## src/bus_pkg.sv

```systemverilog
package bus_pkg;

    // single-cycle strobes, no handshake
    typedef struct packed {
        logic        read;
        logic        write;
        logic        addr;   // one bit selects between the two registers
        logic [31:0] wdata;
    } bus_req_t;

    typedef struct packed {
        logic [31:0] rdata;
    } bus_rsp_t;

    // register map
    localparam logic ADDR_STATUS = 1'b0;  // status word, read clears overrun
    localparam logic ADDR_DATA   = 1'b1;  // write queues tx byte, read pops rx entry

endpackage

```

## src/uart_pkg.sv

```systemverilog
package uart_pkg;

    typedef logic [7:0] uart_byte_t;

    // one received frame as it sits in the rx queue
    typedef struct packed {
        uart_byte_t data;
        logic       frame_err;  // stop bit sampled low
    } rx_entry_t;

    // low bits of the status register, top bit first
    typedef struct packed {
        logic overrun;   // sticky, cleared by a status read
        logic rx_ready;  // rx queue holds data
        logic tx_ready;  // tx queue has room
    } uart_status_t;

endpackage

```

## src/sync_fifo.sv

```systemverilog
module sync_fifo #(
    parameter type payload_t  = logic [7:0],
    parameter int  FIFO_DEPTH = 8  // power of two, at least 2
) (
    input  logic     clk,
    input  logic     rst,
    input  logic     push,
    input  payload_t din,
    input  logic     pop,
    output payload_t dout,
    output logic     full,
    output logic     empty
);

    localparam int AW = $clog2(FIFO_DEPTH);

    payload_t mem [FIFO_DEPTH];

    logic [AW-1:0] wr_ptr;
    logic [AW-1:0] rd_ptr;
    logic [AW:0]   count;
    logic          do_push;
    logic          do_pop;

    assign do_push = push && !full;   // push into a full queue is dropped
    assign do_pop  = pop && !empty;

    assign full  = (count == (AW + 1)'(FIFO_DEPTH));
    assign empty = (count == '0);
    assign dout  = mem[rd_ptr];       // head visible before the pop

    always_ff @(posedge clk) begin
        if (do_push) begin
            mem[wr_ptr] <= din;
        end
    end

    always_ff @(posedge clk or posedge rst) begin
        if (rst) begin
            wr_ptr <= '0;
            rd_ptr <= '0;
            count  <= '0;
        end else begin
            if (do_push) begin
                wr_ptr <= wr_ptr + 1'b1;  // wraps, depth is a power of two
            end
            if (do_pop) begin
                rd_ptr <= rd_ptr + 1'b1;
            end
            case ({do_push, do_pop})
                2'b10:   count <= count + 1'b1;
                2'b01:   count <= count - 1'b1;
                default: count <= count;
            endcase
        end
    end

endmodule

```

## src/uart_tx.sv

```systemverilog
module uart_tx import uart_pkg::*; #(
    parameter int CLKS_PER_BIT = 16
) (
    input  logic       clk,
    input  logic       rst,
    input  logic       fifo_empty,
    input  uart_byte_t fifo_data,
    output logic       fifo_pop,
    output logic       txd
);

    localparam int CW = $clog2(CLKS_PER_BIT);
    localparam logic [CW-1:0] BIT_END  = CW'(CLKS_PER_BIT - 1);
    // the idle cycle after this one completes the stop bit
    localparam logic [CW-1:0] STOP_END = CW'(CLKS_PER_BIT - 2);

    typedef enum logic [1:0] {IDLE, LOAD, SHIFT} tx_state_t;

    tx_state_t     state;
    logic [CW-1:0] baud_cnt;
    logic [3:0]    bit_cnt;   // 0 start, 1..8 data, 9 stop
    logic [8:0]    frame;     // stop bit above the data, shifted out lsb first

    assign fifo_pop = (state == IDLE) && !fifo_empty;

    always_ff @(posedge clk) begin
        if (fifo_pop) begin
            frame <= {1'b1, fifo_data};
        end else if (state == SHIFT && baud_cnt == BIT_END) begin
            frame <= {1'b1, frame[8:1]};
        end
    end

    always_ff @(posedge clk or posedge rst) begin
        if (rst) begin
            state    <= IDLE;
            baud_cnt <= '0;
            bit_cnt  <= '0;
            txd      <= 1'b1;
        end else begin
            case (state)
                IDLE: begin
                    txd <= 1'b1;
                    if (!fifo_empty) begin
                        state <= LOAD;
                    end
                end
                LOAD: begin
                    txd      <= 1'b0;  // start bit
                    baud_cnt <= '0;
                    bit_cnt  <= '0;
                    state    <= SHIFT;
                end
                SHIFT: begin
                    if (bit_cnt == 4'd9 && baud_cnt == STOP_END) begin
                        state <= IDLE;
                    end else if (baud_cnt == BIT_END) begin
                        baud_cnt <= '0;
                        bit_cnt  <= bit_cnt + 1'b1;
                        txd      <= frame[0];
                    end else begin
                        baud_cnt <= baud_cnt + 1'b1;
                    end
                end
                default: state <= IDLE;
            endcase
        end
    end

endmodule

```

## src/uart_rx.sv

```systemverilog
module uart_rx import uart_pkg::*; #(
    parameter int CLKS_PER_BIT = 16
) (
    input  logic      clk,
    input  logic      rst,
    input  logic      rxd,
    output logic      push,
    output rx_entry_t entry
);

    localparam int CW = $clog2(CLKS_PER_BIT);
    localparam logic [CW-1:0] BIT_END  = CW'(CLKS_PER_BIT - 1);
    localparam logic [CW-1:0] HALF_END = CW'(CLKS_PER_BIT / 2 - 1);

    typedef enum logic [1:0] {IDLE, START, DATA, STOP} rx_state_t;

    rx_state_t     state;
    logic [CW-1:0] baud_cnt;
    logic [2:0]    bit_cnt;
    logic          rxd_meta;
    logic          rxd_sync;
    logic          rxd_last;
    logic          fall;
    uart_byte_t    shreg;

    assign fall = rxd_last && !rxd_sync;

    // entry goes into the queue at the middle of the stop bit
    assign push            = (state == STOP) && (baud_cnt == BIT_END);
    assign entry.data      = shreg;
    assign entry.frame_err = ~rxd_sync;

    // line idles high
    always_ff @(posedge clk or posedge rst) begin
        if (rst) begin
            rxd_meta <= 1'b1;
            rxd_sync <= 1'b1;
            rxd_last <= 1'b1;
        end else begin
            rxd_meta <= rxd;
            rxd_sync <= rxd_meta;
            rxd_last <= rxd_sync;
        end
    end

    always_ff @(posedge clk) begin
        if (state == DATA && baud_cnt == BIT_END) begin
            shreg <= {rxd_sync, shreg[7:1]};  // lsb arrives first
        end
    end

    always_ff @(posedge clk or posedge rst) begin
        if (rst) begin
            state    <= IDLE;
            baud_cnt <= '0;
            bit_cnt  <= '0;
        end else begin
            case (state)
                IDLE: begin
                    baud_cnt <= '0;
                    if (fall) begin
                        state <= START;
                    end
                end
                START: begin
                    if (baud_cnt == HALF_END) begin
                        baud_cnt <= '0;
                        bit_cnt  <= '0;
                        state    <= rxd_sync ? IDLE : DATA;  // high here means a glitch
                    end else begin
                        baud_cnt <= baud_cnt + 1'b1;
                    end
                end
                DATA: begin
                    if (baud_cnt == BIT_END) begin
                        baud_cnt <= '0;
                        bit_cnt  <= bit_cnt + 1'b1;
                        if (bit_cnt == 3'd7) begin
                            state <= STOP;
                        end
                    end else begin
                        baud_cnt <= baud_cnt + 1'b1;
                    end
                end
                STOP: begin
                    if (baud_cnt == BIT_END) begin
                        state <= IDLE;  // a low stop needs a new falling edge
                    end else begin
                        baud_cnt <= baud_cnt + 1'b1;
                    end
                end
                default: state <= IDLE;
            endcase
        end
    end

endmodule

```

## src/uart_regs.sv

```systemverilog
module uart_regs import bus_pkg::*; import uart_pkg::*; (
    input  logic       clk,
    input  logic       rst,
    input  bus_req_t   bus_req,
    output bus_rsp_t   bus_rsp,
    input  logic       tx_full,
    output logic       tx_push,
    output uart_byte_t tx_data,
    input  logic       rx_empty,
    input  rx_entry_t  rx_head,
    output logic       rx_pop,
    input  logic       rx_push,   // receive push that found the queue full
    output logic       irq
);

    logic         rd_status;
    logic         rd_data;
    logic         wr_data;
    logic         overrun;
    uart_status_t status;

    assign rd_status = bus_req.read && (bus_req.addr == ADDR_STATUS);
    assign rd_data   = bus_req.read && (bus_req.addr == ADDR_DATA);
    assign wr_data   = bus_req.write && (bus_req.addr == ADDR_DATA);  // status writes ignored

    assign tx_push = wr_data && !tx_full;  // dropped when the queue is full
    assign tx_data = bus_req.wdata[7:0];
    assign rx_pop  = rd_data && !rx_empty;

    assign status.overrun  = overrun;
    assign status.rx_ready = ~rx_empty;
    assign status.tx_ready = ~tx_full;

    always_ff @(posedge clk or posedge rst) begin
        if (rst) begin
            bus_rsp.rdata <= '0;
        end else if (rd_status) begin
            bus_rsp.rdata <= {29'b0, status};
        end else if (rd_data) begin
            if (rx_empty) begin
                bus_rsp.rdata <= '0;
            end else begin
                bus_rsp.rdata <= {23'b0, rx_head.frame_err, rx_head.data};
            end
        end
    end

    // a loss in the same cycle as the clearing read stays visible
    always_ff @(posedge clk or posedge rst) begin
        if (rst) begin
            overrun <= 1'b0;
        end else if (rx_push) begin
            overrun <= 1'b1;
        end else if (rd_status) begin
            overrun <= 1'b0;
        end
    end

    always_ff @(posedge clk or posedge rst) begin
        if (rst) begin
            irq <= 1'b0;
        end else begin
            irq <= ~rx_empty;
        end
    end

endmodule

```

## src/uart_controller.sv

```systemverilog
module uart_controller import bus_pkg::*; import uart_pkg::*; #(
    parameter int CLKS_PER_BIT = 16,
    parameter int FIFO_DEPTH   = 8
) (
    input  logic     clk,
    input  logic     rst,
    input  bus_req_t bus_req,
    output bus_rsp_t bus_rsp,
    input  logic     rxd,
    output logic     txd,
    output logic     irq
);

    logic       tx_push;
    logic       tx_pop;
    logic       tx_full;
    logic       tx_empty;
    uart_byte_t tx_wdata;
    uart_byte_t tx_head;

    logic       rx_push;
    logic       rx_pop;
    logic       rx_full;
    logic       rx_empty;
    logic       rx_drop;
    rx_entry_t  rx_entry;
    rx_entry_t  rx_head;

    assign rx_drop = rx_push && rx_full;  // only lost entries reach the overrun flag

    uart_regs u_uart_regs (
        .clk      (clk),
        .rst      (rst),
        .bus_req  (bus_req),
        .bus_rsp  (bus_rsp),
        .tx_full  (tx_full),
        .tx_push  (tx_push),
        .tx_data  (tx_wdata),
        .rx_empty (rx_empty),
        .rx_head  (rx_head),
        .rx_pop   (rx_pop),
        .rx_push  (rx_drop),
        .irq      (irq)
    );

    sync_fifo #(
        .payload_t  (uart_byte_t),
        .FIFO_DEPTH (FIFO_DEPTH)
    ) u_tx_fifo (
        .clk   (clk),
        .rst   (rst),
        .push  (tx_push),
        .din   (tx_wdata),
        .pop   (tx_pop),
        .dout  (tx_head),
        .full  (tx_full),
        .empty (tx_empty)
    );

    uart_tx #(
        .CLKS_PER_BIT (CLKS_PER_BIT)
    ) u_uart_tx (
        .clk        (clk),
        .rst        (rst),
        .fifo_empty (tx_empty),
        .fifo_data  (tx_head),
        .fifo_pop   (tx_pop),
        .txd        (txd)
    );

    uart_rx #(
        .CLKS_PER_BIT (CLKS_PER_BIT)
    ) u_uart_rx (
        .clk   (clk),
        .rst   (rst),
        .rxd   (rxd),
        .push  (rx_push),
        .entry (rx_entry)
    );

    sync_fifo #(
        .payload_t  (rx_entry_t),
        .FIFO_DEPTH (FIFO_DEPTH)
    ) u_rx_fifo (
        .clk   (clk),
        .rst   (rst),
        .push  (rx_push),
        .din   (rx_entry),
        .pop   (rx_pop),
        .dout  (rx_head),
        .full  (rx_full),
        .empty (rx_empty)
    );

endmodule

```

## config.mk

```make
export PLATFORM = sky130hd
export DESIGN_NAME = uart_controller
export DESIGN_NICKNAME = d
export VERILOG_FILES = /design/src/bus_pkg.sv /design/src/uart_pkg.sv /design/src/sync_fifo.sv /design/src/uart_tx.sv /design/src/uart_rx.sv /design/src/uart_regs.sv /design/src/uart_controller.sv
export SDC_FILE = /design/constraint.sdc
export NUM_CORES = 1
export LEC_CHECK = 0
export BUFFER_PORTS_ARGS = -buffer_cell sky130_fd_sc_hd__buf_2
export CAP_MARGIN = 5
export CORE_MARGIN = 5
export CORE_UTILIZATION = 30
export DETAILED_ROUTE_END_ITERATION = 8
export PLACE_DENSITY = 0.42
export SLEW_MARGIN = 20
export SYNTH_ARGS = -nofsm -noshare
export SYNTH_HDL_FRONTEND = slang
export SYNTH_SLANG_ARGS = --single-unit
```

## constraint.sdc

```tcl
create_clock -name clk -period 4.9 [get_ports clk]
set_clock_uncertainty 0.2 [all_clocks]
set_input_delay 0.245 -clock clk [delete_from_list [all_inputs] [get_ports clk]]
set_output_delay 0.245 -clock clk [all_outputs]
set_load 0.02 [all_outputs]
```

==> impl_metrics.env, run 1 <==
export IMPL_drtPass1Iterations=4
export IMPL_peakVddDrop_mv=0.305
export IMPL_cts_buffers=25
export IMPL_syn_to_final_growth_pct=15.3
export IMPL_crit_type="flop to flop"
export IMPL_final_cell_area_um2=10200
export IMPL_p_sw_mw=1.68
export IMPL_antenna_cells=0
export IMPL_synthArstFlopShare=0.262
export IMPL_io_buffers=24
export IMPL_placed_area_um2=9260
export IMPL_cts_setup_buffers=0
export IMPL_yosys_warnings=0
export IMPL_drive_above_1_share=0.179
export IMPL_nets=669
export IMPL_slowest_stage="nor2_1"
export IMPL_crit_arrival_ns=2.95
export IMPL_min_period_over_period=0.617
export IMPL_drc=0
export IMPL_place_inst=949
export IMPL_fin_ws_ns=1.88
export IMPL_crit_start="u_uart_rx.baud_cnt[0]"
export IMPL_grt_pass1_wl_um=27300
export IMPL_grt_overflow=0
export IMPL_worstSetupEndpointType="flop"
export IMPL_finalCriticalPeriod_ns=3.02
export IMPL_dp_slack_ns=1.88
export IMPL_p_sw_frac=0.307
export IMPL_ys_flop_type="edfxtp_1"
export IMPL_finalHoldViolCount=0
export IMPL_slew_viol_final=0
export IMPL_num_io_pins=72
export IMPL_hold_ws_ns=0.157
export IMPL_cap_violations=0
export IMPL_final_cells=1008
export IMPL_grt_max_degree=55
export IMPL_antenna_found_initial=0
export IMPL_setup_viol=0
export IMPL_synth_edf_count=152
export IMPL_synth_avg_cell_area_um2=15.9
export IMPL_path_max_fanout=9
export IMPL_power_frac_comb=0.238
export IMPL_std_cell_rows=62
export IMPL_hold_start="u_uart_rx.rxd_meta"
export IMPL_p_per_area_nw_per_um2=537
export IMPL_die_area_um2=32900
export IMPL_status="completed"
export IMPL_core_um2=28900
export IMPL_track_usage=0.105
export IMPL_path_clk_slew_ns=0.06
export IMPL_routabilityCongestion=0.724
export IMPL_min_path_type="flop to flop"
export IMPL_leakagePower_nw=3.67
export IMPL_cts_num_sinks=206
export IMPL_grt_pass1_vias=4821
export IMPL_synth_cell_types=60
export IMPL_final_util=0.352
export IMPL_clk_path_buf_depth=3
export IMPL_critPathLaunchType="flop"
export IMPL_viasPerCell=4.57
export IMPL_max_freq_mhz=331
export IMPL_place_hpwl_um=10900
export IMPL_first_iter_violations=201
export IMPL_rsz0062_at_grt="false"
export IMPL_cpPeakStageDelay_ns=0.93
export IMPL_synth_cells=556
export IMPL_vias=4606
export IMPL_fp_dieW_um=181
export IMPL_power_mw=5.46
export IMPL_r2r_start="u_uart_rx.baud_cnt[0]"
export IMPL_cts_root_buf="clkbuf_16"
export IMPL_clock_power_share=0.316
export IMPL_pwr_share_seq=0.446
export IMPL_wire_per_inst_um=17.4
export IMPL_tritoncts="yes"
export IMPL_ctsHoldBuffers=13
export IMPL_ys_seq_area_frac=0.671
export IMPL_htreeDepth=1
export IMPL_drt_wl_total_um=17500
export IMPL_power_internal_mw=3.78
export IMPL_relSlewSlack=0.214
export IMPL_syn_area_um2=8820
export IMPL_setup_tns_ns=0
export IMPL_initial_core_util=0.306
export IMPL_ctsResizeCount=0
export IMPL_fp_dieH_um=181
export IMPL_clkLatencyLatePin_ns=0.52
export IMPL_ant_nets=0
export IMPL_tightest_slew_ns=1.17
export IMPL_synth_seq_cells=206
export IMPL_required_ns=4.83
export IMPL_crit_chain="ha_1, nand4_1, a21oi_2, nand2_1, nor2_1"
[cell usage in the layout (no fill, tap or decap), types with 4 or more instances in the layout]
master / Yosys / final
o21ai_0: 17 / 17
mux4_1: 9 / 9
a22oi_1: 8 / 8
xnor2_1: 8 / 8
nor2_1: 21 / 20
o21ai_1: 25 / 25
clkbuf_1: 3 / 4
edfxtp_1: 152 / 152
a21oi_1: 10 / 10
nand2_1: 43 / 43
dlygate4sd3_1: 0 / 13
clkbuf_16: 0 / 25
nand3_1: 7 / 7
inv_1: 22 / 21
buf_2: 5 / 24
xor2_1: 11 / 11
mux2_1: 4 / 4
clkinv_1: 0 / 4
mux2i_1: 10 / 10
clkinv_2: 0 / 6
nand2b_1: 12 / 12
conb_1: 1 / 23
ha_1: 26 / 26
dfstp_2: 4 / 4
dfrtp_1: 50 / 50
mux4_2: 25 / 25
nor3_2: 1 / 5
[power by group through the flow]
| stage | Clock (mW) | Sequential (mW) | Combinational, mW |
|---|---|---|---|
| 5_1_grt | 1.86 | 2.48 | 1.45 |
| 3_3_place_gp | 0 | 2.47 | 1.29 |
| 6_report | 1.72 | 2.44 | 1.30 |
| 3_5_place_dp | 0 | 2.48 | 1.32 |
| 4_1_cts | 1.79 | 2.45 | 1.33 |
| 2_1_floorplan | 0 | 2.32 | 1.17 |
[worst max-delay path, delay by kind of cell, from the launching register on]
| family | cells | cell delay (ns) |
|---|---|---|
| adder cells (fa/ha/maj) | 1 | 0.29 |
| AND/OR/NAND/NOR | 3 | 1.41 |
| flip-flops | 1 | 0.39 |
| AO/OA/AOI/OAI | 1 | 0.35 |
[path summary, 6_finish.rpt]
kind                                          end  depth (start not counted)  slack, ns
min reg2reg                    u_uart_rx.rxd_sync                          0       0.16
max in group asynchronous  u_uart_regs.bus_rsp[8]                          4       3.69
max                           u_rx_fifo.mem[5][3]                          5       1.88
max reg2reg                   u_rx_fifo.mem[5][3]                          5       1.88
min in group asynchronous  u_uart_regs.bus_rsp[4]                          4       0.28
min                            u_uart_rx.rxd_sync                          0       0.16
[cells by family (layout without fill, tap and decap cells)]
kind of cell	Yosys count	in the layout	synth area share
compound gates	77	77	0.0515
xor+xnor	19	19	0.0189
fa+ha+maj	26	26	0.0369
buf+inv	64	110	0.0428
flops	206	206	0.671
mux	51	51	0.111
other cells	1	23	0.000425
simple gates	112	112	0.0675
[cells in the mapped netlist, drive strengths merged (4+ instances only)]
cell type | instances | area (um^2)
a21oi | 11 | 58.8
a22oi | 8 | 60.1
buf | 35 | 267
clkbuf | 5 | 21.3
dfrtp | 50 | 1250
dfstp | 4 | 105
edfxtp | 152 | 4560
ha | 26 | 325
inv | 24 | 90.1
mux2 | 7 | 78.8
mux2i | 10 | 100
mux4 | 34 | 800
nand2 | 44 | 173
nand2b | 12 | 75.1
nand3 | 7 | 35.0
nor2 | 21 | 78.8
nor3 | 7 | 40.0
o21ai | 42 | 210
xnor2 | 8 | 70.1
xor2 | 11 | 96.3
[state kept, by name, summed over array words and instances (netlist names), 4 cells and up, named ones only]
register and count:
u_uart_regs.bus_rsp 9, u_uart_tx.frame 8, u_rx_fifo.count 4, u_rx_fifo.mem 72
u_uart_rx.shreg 8, u_tx_fifo.mem 64, u_uart_tx.baud_cnt 4, u_uart_rx.baud_cnt 4
u_tx_fifo.count 4, u_uart_tx.bit_cnt 4
[layer usage]
layer,wire [um],part of all wire,GRT usage,vias to the layer above
met5,0,0,0,-
met3,766,0.044,0.0202,35
met4,398,0.023,0.0282,0
li1,-,-,-,2174
met2,8910,0.51,0.189,90
met1,7440,0.42,0.130,2307
[cell type report]
cell class | count | area (um^2)
Fill cell | 2761 | 18700
Multi-Input combinational cell | 308 | 2630
Tap cell | 384 | 480
Clock inverter | 15 | 109
Timing Repair Buffer | 40 | 273
Clock buffer | 31 | 668
Inverter | 24 | 90.1
Sequential cell | 206 | 5920
No activity file was read; power rests on OpenSTA's default activity.
==> run 2: changes to the inputs <==
--- a/config.mk
+++ b/config.mk
@@ -5,6 +5,7 @@
 export SDC_FILE = /design/constraint.sdc
 export NUM_CORES = 1
 export LEC_CHECK = 0
+export ABC_AREA = 1
 export BUFFER_PORTS_ARGS = -buffer_cell sky130_fd_sc_hd__buf_2
 export CAP_MARGIN = 5
 export CORE_MARGIN = 5
==> constraint.sdc (replaced) <==
create_clock -name clk -period 2.9 [get_ports clk]
set_clock_uncertainty 0.2 [all_clocks]
set_input_delay 0.145 -clock clk [delete_from_list [all_inputs] [get_ports clk]]
set_output_delay 0.145 -clock clk [all_outputs]
set_load 0.02 [all_outputs]
==> run 2 against run 1 <==
Routed wire length up 14%. Non-clock buffer count up 23. Setup slack worse by 1.5 ns. Via count up 24%. Design area up 3.1%. Die area up 1.8%. Final cell count up 28%. Core utilization up 0.12 points. Highest routed layer unchanged.
==> impl_metrics.env, run 2 <==
export IMPL_critPathLaunchType="flop"
export IMPL_vias=5714
export IMPL_status="completed"
export IMPL_yosys_warnings=0
export IMPL_largest_reg_flops=72
export IMPL_synth_top_cells_by_count="152 x edfxtp_1, 145 x nand2_1, 126 x nor2_1"
export IMPL_htreeDepth=1
export IMPL_fillers=2956
export IMPL_relSlewSlack=0.469
export IMPL_final_common_cell="edfxtp_1"
export IMPL_tritoncts="yes"
export IMPL_worstSetupEndpointType="flop"
export IMPL_hold_ws_ns=0.0841
export IMPL_setup_viol=0
export IMPL_top_regs="u_rx_fifo.mem: 72 flops, u_tx_fifo.mem: 64 flops, u_uart_regs.bus_rsp: 9 flops"
export IMPL_tightest_slew_ns=0.796
export IMPL_cts_buffers=24
export IMPL_p_per_area_nw_per_um2=939
export IMPL_required_ns=3.13
export IMPL_num_io_pins=72
export IMPL_min_to="u_uart_rx.rxd_meta"
export IMPL_synth_avg_cell_area_um2=11.0
export IMPL_synth_area_top_cells="edfxtp_1 51%, dfrtp_1 14%, nand2_1 6.1%, nor2_1 5.3%, nand3_1 3.7%"
export IMPL_r2r_cells=12
export IMPL_synth_top_area_cell="edfxtp_1"
export IMPL_die_area_um2=33500
export IMPL_synth_top_family_by_area="simple AND/OR/NAND/NOR gates"
export IMPL_synth_top_area_share=0.508
export IMPL_std_cell_rows=63
export IMPL_synth_seq_cells=206
export IMPL_cts_root_buf="clkbuf_16"
export IMPL_fp_dieW_um=183
export IMPL_slew_viol_final=0
export IMPL_synth_most_common_cell="edfxtp_1"
export IMPL_path_max_fanout=14
export IMPL_r2r_slack_ns=0.36
export IMPL_synth_cell_types=35
export IMPL_r2r_end="u_rx_fifo.count[2]"
export IMPL_finalCriticalPeriod_ns=2.54
export IMPL_clkLatencyLatePin_ns=0.50
export IMPL_rsz0062_at_grt="false"
export IMPL_grt_max_degree=55
export IMPL_clk_path_buf_depth=3
export IMPL_crit_chain="nor2_1, nand2_1, nor2_2, nor2_4, ha_1, nand2_1, inv_1, nor2_1, ha_1, a21oi_1, or2_2, a31oi_1"
export IMPL_max_freq_mhz=394
export IMPL_antenna_cells=0
export IMPL_ant_nets=0
export IMPL_min_path_cells=2
export IMPL_core_um2=29600
export IMPL_synthAdderAreaFrac=0.0362
export IMPL_min_period_over_period=0.876
export IMPL_r2r_start="u_rx_fifo.count[0]"
export IMPL_nets=943
export IMPL_min_path_type="input pin to flop"
export IMPL_place_hpwl_um=11900
export IMPL_drtPass1Iterations=4
export IMPL_routabilityCongestion=0.697
export IMPL_grt_pass1_vias=5590
export IMPL_io_buffers=24
export IMPL_cap_violations=0
export IMPL_finalHoldViolCount=0
export IMPL_drt_wl_total_um=20000
export IMPL_yosys_area_share_simple=0.172
export IMPL_slowest_stage="dfrtp_1"
export IMPL_initial_core_util=0.303
export IMPL_grt_overflow=0
export IMPL_cts_setup_buffers=0
export IMPL_wire_per_inst_um=15.6
export IMPL_crit_type="flop to flop"
export IMPL_fp_dieH_um=183
export IMPL_track_usage=0.120
export IMPL_hold_start="rxd"
export IMPL_synth_xor_area_frac=0.0127
export IMPL_path_clk_slew_ns=0.06
export IMPL_grt_pass1_wl_um=31800
export IMPL_setup_tns_ns=0
export IMPL_peakVddDrop_mv=0.371
export IMPL_layout_common_cells="152 x edfxtp_1, 145 x nand2_1, 126 x nor2_1, 67 x nand3_1"
export IMPL_antenna_found_initial=0
export IMPL_first_iter_violations=246
export IMPL_syn_area_um2=8990
export IMPL_drc=0
export IMPL_ys_flop_type="edfxtp_1"
export IMPL_cts_num_sinks=206
export IMPL_top_register="u_rx_fifo.mem"
export IMPL_cpPeakStageDelay_ns=0.43
export IMPL_muxShareOfSynthArea=0
export IMPL_crit_arrival_ns=2.77
export IMPL_synthArstFlopShare=0.262
export IMPL_synth_edf_count=152
export IMPL_drive_above_1_share=0.132
export IMPL_ys_seq_area_frac=0.658
export IMPL_synth_cells=816
export IMPL_syn_to_final_growth_pct=16.5
export IMPL_leakagePower_nw=4.17
export IMPL_viasPerCell=4.44
export IMPL_synth_compound_area_frac=0.0672
-- run 2: what timing repair did --
action / CTS / global route
gates resized for setup: 0 / 1
setup endpoints to repair: 0 / 1
hold endpoints to repair: 130 / 0
hold buffers: 14 / 0
-- run 2: logic make-up (layout without fill, tap and decap cells) --
family / count (synthesis) / in the layout
buffers and inverters: 95 / 154
other: 1 / 23
AOI/OAI and AO/OA: 111 / 111
xor gates and xnor gates: 13 / 13
DFF: 206 / 206
adders and majority gates: 26 / 26
and+or+nand+nor: 364 / 364
-- run 2: routing by layer --
layer	part of all wire	global-route usage	up-vias	wire [um]
li1	-	-	2883	-
met1	0.50	0.176	2710	10100
met2	0.43	0.187	97	8680
met3	0.045	0.0202	24	894
met4	0.018	0.0301	0	362
met5	0	0	-	0
-- run 2: how the worst max path moves through the flow --
stage | from | cells past startpoint | endpoint | slack [ns]
2_1_floorplan | u_rx_fifo.count[0] | 13 | u_rx_fifo.count[2] | 0.58
3_3_place_gp | u_rx_fifo.count[0] | 11 | u_rx_fifo.count[2] | 0.15
3_5_place_dp | u_rx_fifo.count[0] | 11 | u_rx_fifo.count[2] | 0.14
4_1_cts | u_rx_fifo.count[0] | 11 | u_rx_fifo.count[2] | 0.12
5_1_grt | u_uart_rx.state[0] | 12 | u_rx_fifo.count[2] | 0.14
6_report | u_rx_fifo.count[0] | 12 | u_rx_fifo.count[2] | 0.36
-- run 2: report_power, final --
group | leakage, nW | internal [mW] | switching, mW
sequential | 2.06 | 3.60 | 0.339
combinational | 1.74 | 1.01 | 2.02
clock | 0.375 | 1.71 | 1.17
-- run 2: worst max-delay path: cells and delay by family (launching register included) --
family / cells / cell delay, ns
buf+inv: 1 / 0.04
compound gates: 2 / 0.17
simple gates: 7 / 1.19
fa+ha+maj: 2 / 0.45
flops: 1 / 0.43
-- run 2: final cells by class --
cell class / instances / area, um^2 / share of cell area
clock buffer: 36 / 717 / 0.0684
clock inverter: 8 / 47.5 / 0.00454
inverter: 47 / 176 / 0.0168
multi-input combinational: 537 / 2680 / 0.256
sequential: 206 / 5920 / 0.565
tap: 390 / 488 / 0.0466
timing repair buffer: 63 / 448 / 0.0427
-- run 2: metrics by stage --
step / utilization / area (um^2) / setup slack [ns] / total power, mW / std cells
floorplan: - / 9080 / 0.582 / 6.19 / 838
global placement: 0.323 / 9570 / 0.154 / 7.06 / 1229
detailed placement: 0.323 / 9570 / 0.136 / 7.07 / 1229
CTS: 0.353 / 10500 / 0.118 / 10.0 / 1287
global route: 0.354 / 10500 / 0.142 / 10.7 / 1287
finish: 0.354 / 10500 / 0.359 / 9.85 / 1287
==> run 3: changes to the inputs <==
--- a/config.mk
+++ b/config.mk
@@ -8,10 +8,12 @@
 export ABC_AREA = 1
 export BUFFER_PORTS_ARGS = -buffer_cell sky130_fd_sc_hd__buf_2
 export CAP_MARGIN = 5
+export CELL_PAD_IN_SITES_DETAIL_PLACEMENT = 0
+export CELL_PAD_IN_SITES_GLOBAL_PLACEMENT = 1
 export CORE_MARGIN = 5
 export CORE_UTILIZATION = 30
 export DETAILED_ROUTE_END_ITERATION = 8
-export PLACE_DENSITY = 0.42
+export PLACE_DENSITY = 0.5
 export SLEW_MARGIN = 20
 export SYNTH_ARGS = -nofsm -noshare
 export SYNTH_HDL_FRONTEND = slang
==> run 3 against run 2 <==
Non-clock buffer count rose by 5. Fmax rose by 0.62%. First-iteration DRC count rose by 58%. Die area did not move. Sequential share of layout area fell by 0.73 points. Combinational power rose by 3%. Critical path type unchanged. Setup slack improved by 0.016 ns. Total power rose by 4.1%. Count of clock-buffer cells in the layout fell by 6. Global-route usage rose by 0.15 points. Highest routed layer unchanged. Core utilization rose by 0.46 points. Largest cell class unchanged. Design area rose by 1.3%.
==> impl_metrics.env, run 3 (synthesis gave the netlist of run 2 again) <==
export IMPL_drive_above_1_share=0.138
export IMPL_critPathLaunchType="flop"
export IMPL_grt_overflow=0
export IMPL_min_period_over_period=0.871
export IMPL_place_hpwl_um=12300
export IMPL_antenna_found_initial=0
export IMPL_worstSetupEndpointType="flop"
export IMPL_top_regs="u_rx_fifo.mem: 72 flops, u_tx_fifo.mem: 64 flops, u_uart_regs.bus_rsp: 9 flops"
export IMPL_path_delay_family="simple AND/OR/NAND/NOR gates"
export IMPL_max_freq_mhz=396
export IMPL_critPathMostFrequentCell="ha_1"
export IMPL_crit_type="flop to flop"
export IMPL_crit_arrival_ns=2.76
export IMPL_slowest_stage="dfrtp_1"
export IMPL_cpPeakStageDelay_ns=0.40
export IMPL_tightest_slew_ns=0.635
export IMPL_layout_common_cells="152 x edfxtp_1, 145 x nand2_1, 126 x nor2_1, 67 x nand3_1"
export IMPL_top_register="u_rx_fifo.mem"
export IMPL_fin_ws_ns=0.375
export IMPL_setup_tns_ns=0
export IMPL_p_per_area_nw_per_um2=965
export IMPL_required_ns=3.13
export IMPL_finalCriticalPeriod_ns=2.53
export IMPL_ant_nets=0
export IMPL_drtPass1Iterations=4
export IMPL_viasPerCell=4.36
export IMPL_core_um2=29600
export IMPL_first_iter_violations=389
export IMPL_leakagePower_nw=4.24
export IMPL_drc=0
export IMPL_cts_root_buf="clkbuf_16"
export IMPL_syn_to_final_growth_pct=18.0
export IMPL_dp_slack_ns=0.357
export IMPL_largest_reg_flops=72
export IMPL_crit_chain="ha_1, nand2_1, inv_2, nand2_4, nor2_8, nand2_4, ha_1, nand2_1, inv_1, nor2_1, ha_1, a21oi_1, or2_2, a31oi_1"
export IMPL_routabilityCongestion=0.705
export IMPL_tritoncts="yes"
export IMPL_status="completed"
export IMPL_num_io_pins=72
export IMPL_cts_num_sinks=206
export IMPL_clk_path_buf_depth=3
export IMPL_track_usage=0.122
export IMPL_fp_dieW_um=183
export IMPL_grt_pass1_vias=5693
export IMPL_final_common_cell="edfxtp_1"
export IMPL_peakVddDrop_mv=0.423
export IMPL_clkLatencyLatePin_ns=0.51
export IMPL_min_path_type="input pin to asynchronous set/reset pin"
export IMPL_cp_num_buf_inv=2
export IMPL_htreeDepth=1
export IMPL_fp_dieH_um=183
export IMPL_cts_buffers=25
export IMPL_vias=5636
export IMPL_antenna_cells=0
export IMPL_worstSetupPathDepth=14
export IMPL_grt_max_degree=37
export IMPL_io_buffers=24
export IMPL_cap_violations=0
export IMPL_slew_viol_final=0
export IMPL_setup_viol=0
export IMPL_initial_core_util=0.303
export IMPL_drt_wl_total_um=20000
export IMPL_relSlewSlack=0.576
export IMPL_path_clk_slew_ns=0.06
export IMPL_std_cell_rows=63
export IMPL_r2r_cells=14
export IMPL_grt_pass1_wl_um=32300
export IMPL_die_area_um2=33500
export IMPL_rsz0062_at_grt="false"
export IMPL_wire_per_inst_um=15.5
export IMPL_path_max_fanout=8
export IMPL_nets=949
export IMPL_finalHoldViolCount=0
[run 3: cell types whose count changed in the layout (fill, tap and decap cells not counted)]
cell / before / now
clkbuf_1: 6 / 3
buf_4: 25 / 29
clkinv_1: 4 / 5
clkinv_4: 1 / 0
bufinv_16: 0 / 5
dlygate4sd3_1: 14 / 15
clkinvlp_4: 1 / 2
inv_6: 1 / 0
nor2_2: 5 / 6
nor2_4: 1 / 0
clkbuf_8: 5 / 2
clkinv_2: 3 / 5
[run 3: power breakdown]
group / internal, mW / switching [mW]
clock network: 2.07 / 1.17
logic: 1.03 / 2.08
registers: 3.60 / 0.297
[run 3: worst paths after layout]
kind	startpoint	to	slack, ns
hold / removal	rst	u_uart_regs.bus_rsp[1]	0.03
hold reg to reg	u_uart_rx.rxd_meta	u_uart_rx.rxd_sync	0.16
min in group clk	rxd	u_uart_rx.rxd_meta	0.09
max in group asynchronous	rst	u_uart_rx.rxd_sync	1.73
setup / recovery	u_uart_rx.baud_cnt[0]	u_rx_fifo.count[2]	0.37
setup reg to reg	u_uart_rx.baud_cnt[0]	u_rx_fifo.count[2]	0.37
[run 3: stage by stage]
stage          hold WS (ns)  power [mW]  cell area (um^2)  instances   util
3_5_place_dp         0.0511        7.10              9600       1233  0.324
4_1_cts              0.0367        10.4             10600       1293  0.358
6_report             0.0299        10.2             10600       1293  0.358
5_1_grt              0.0815        11.1             10600       1293  0.358
2_1_floorplan       -0.0505        6.19              9080        838      -
3_3_place_gp         0.0451        7.12              9600       1233  0.324
[run 3: final cells by class]
| cell class | instances | area (um^2) |
|---|---|---|
| sequential | 206 | 5920 |
| tap | 390 | 488 |
| inverter | 47 | 176 |
| clock inverter | 15 | 201 |
| multi-input combinational | 537 | 2680 |
| clock buffer | 30 | 664 |
| timing repair buffer | 68 | 488 |
| fill | 2954 | 19000 |
[run 3: routing by layer]
metal / part of all wire / vias up / global-route usage
met3: 0.054 / 29 / 0.0228
met4: 0.018 / 0 / 0.0271
met1: 0.50 / 2604 / 0.182
met2: 0.43 / 111 / 0.185
li1: - / 2892 / -
met5: 0 / - / 0
[run 3: worst register-to-register path, stage by stage, from the launching register on]
cell     delay [ns]
dfrtp_1        0.40
ha_1           0.18
nand2_1        0.08
inv_2          0.08
nand2_4        0.08
nor2_8         0.16
nand2_4        0.09
ha_1           0.23
nand2_1        0.10
inv_1          0.04
nor2_1         0.17
ha_1           0.19
a21oi_1        0.05
or2_2          0.29
a31oi_1        0.12
[run 3: what timing repair did]
| item | CTS | global route |
|---|---|---|
| hold endpoints to repair | 109 | 0 |
| resized for setup | 0 | 0 |
| hold buffers | 15 | 0 |
| setup buffers | 0 | 0 |
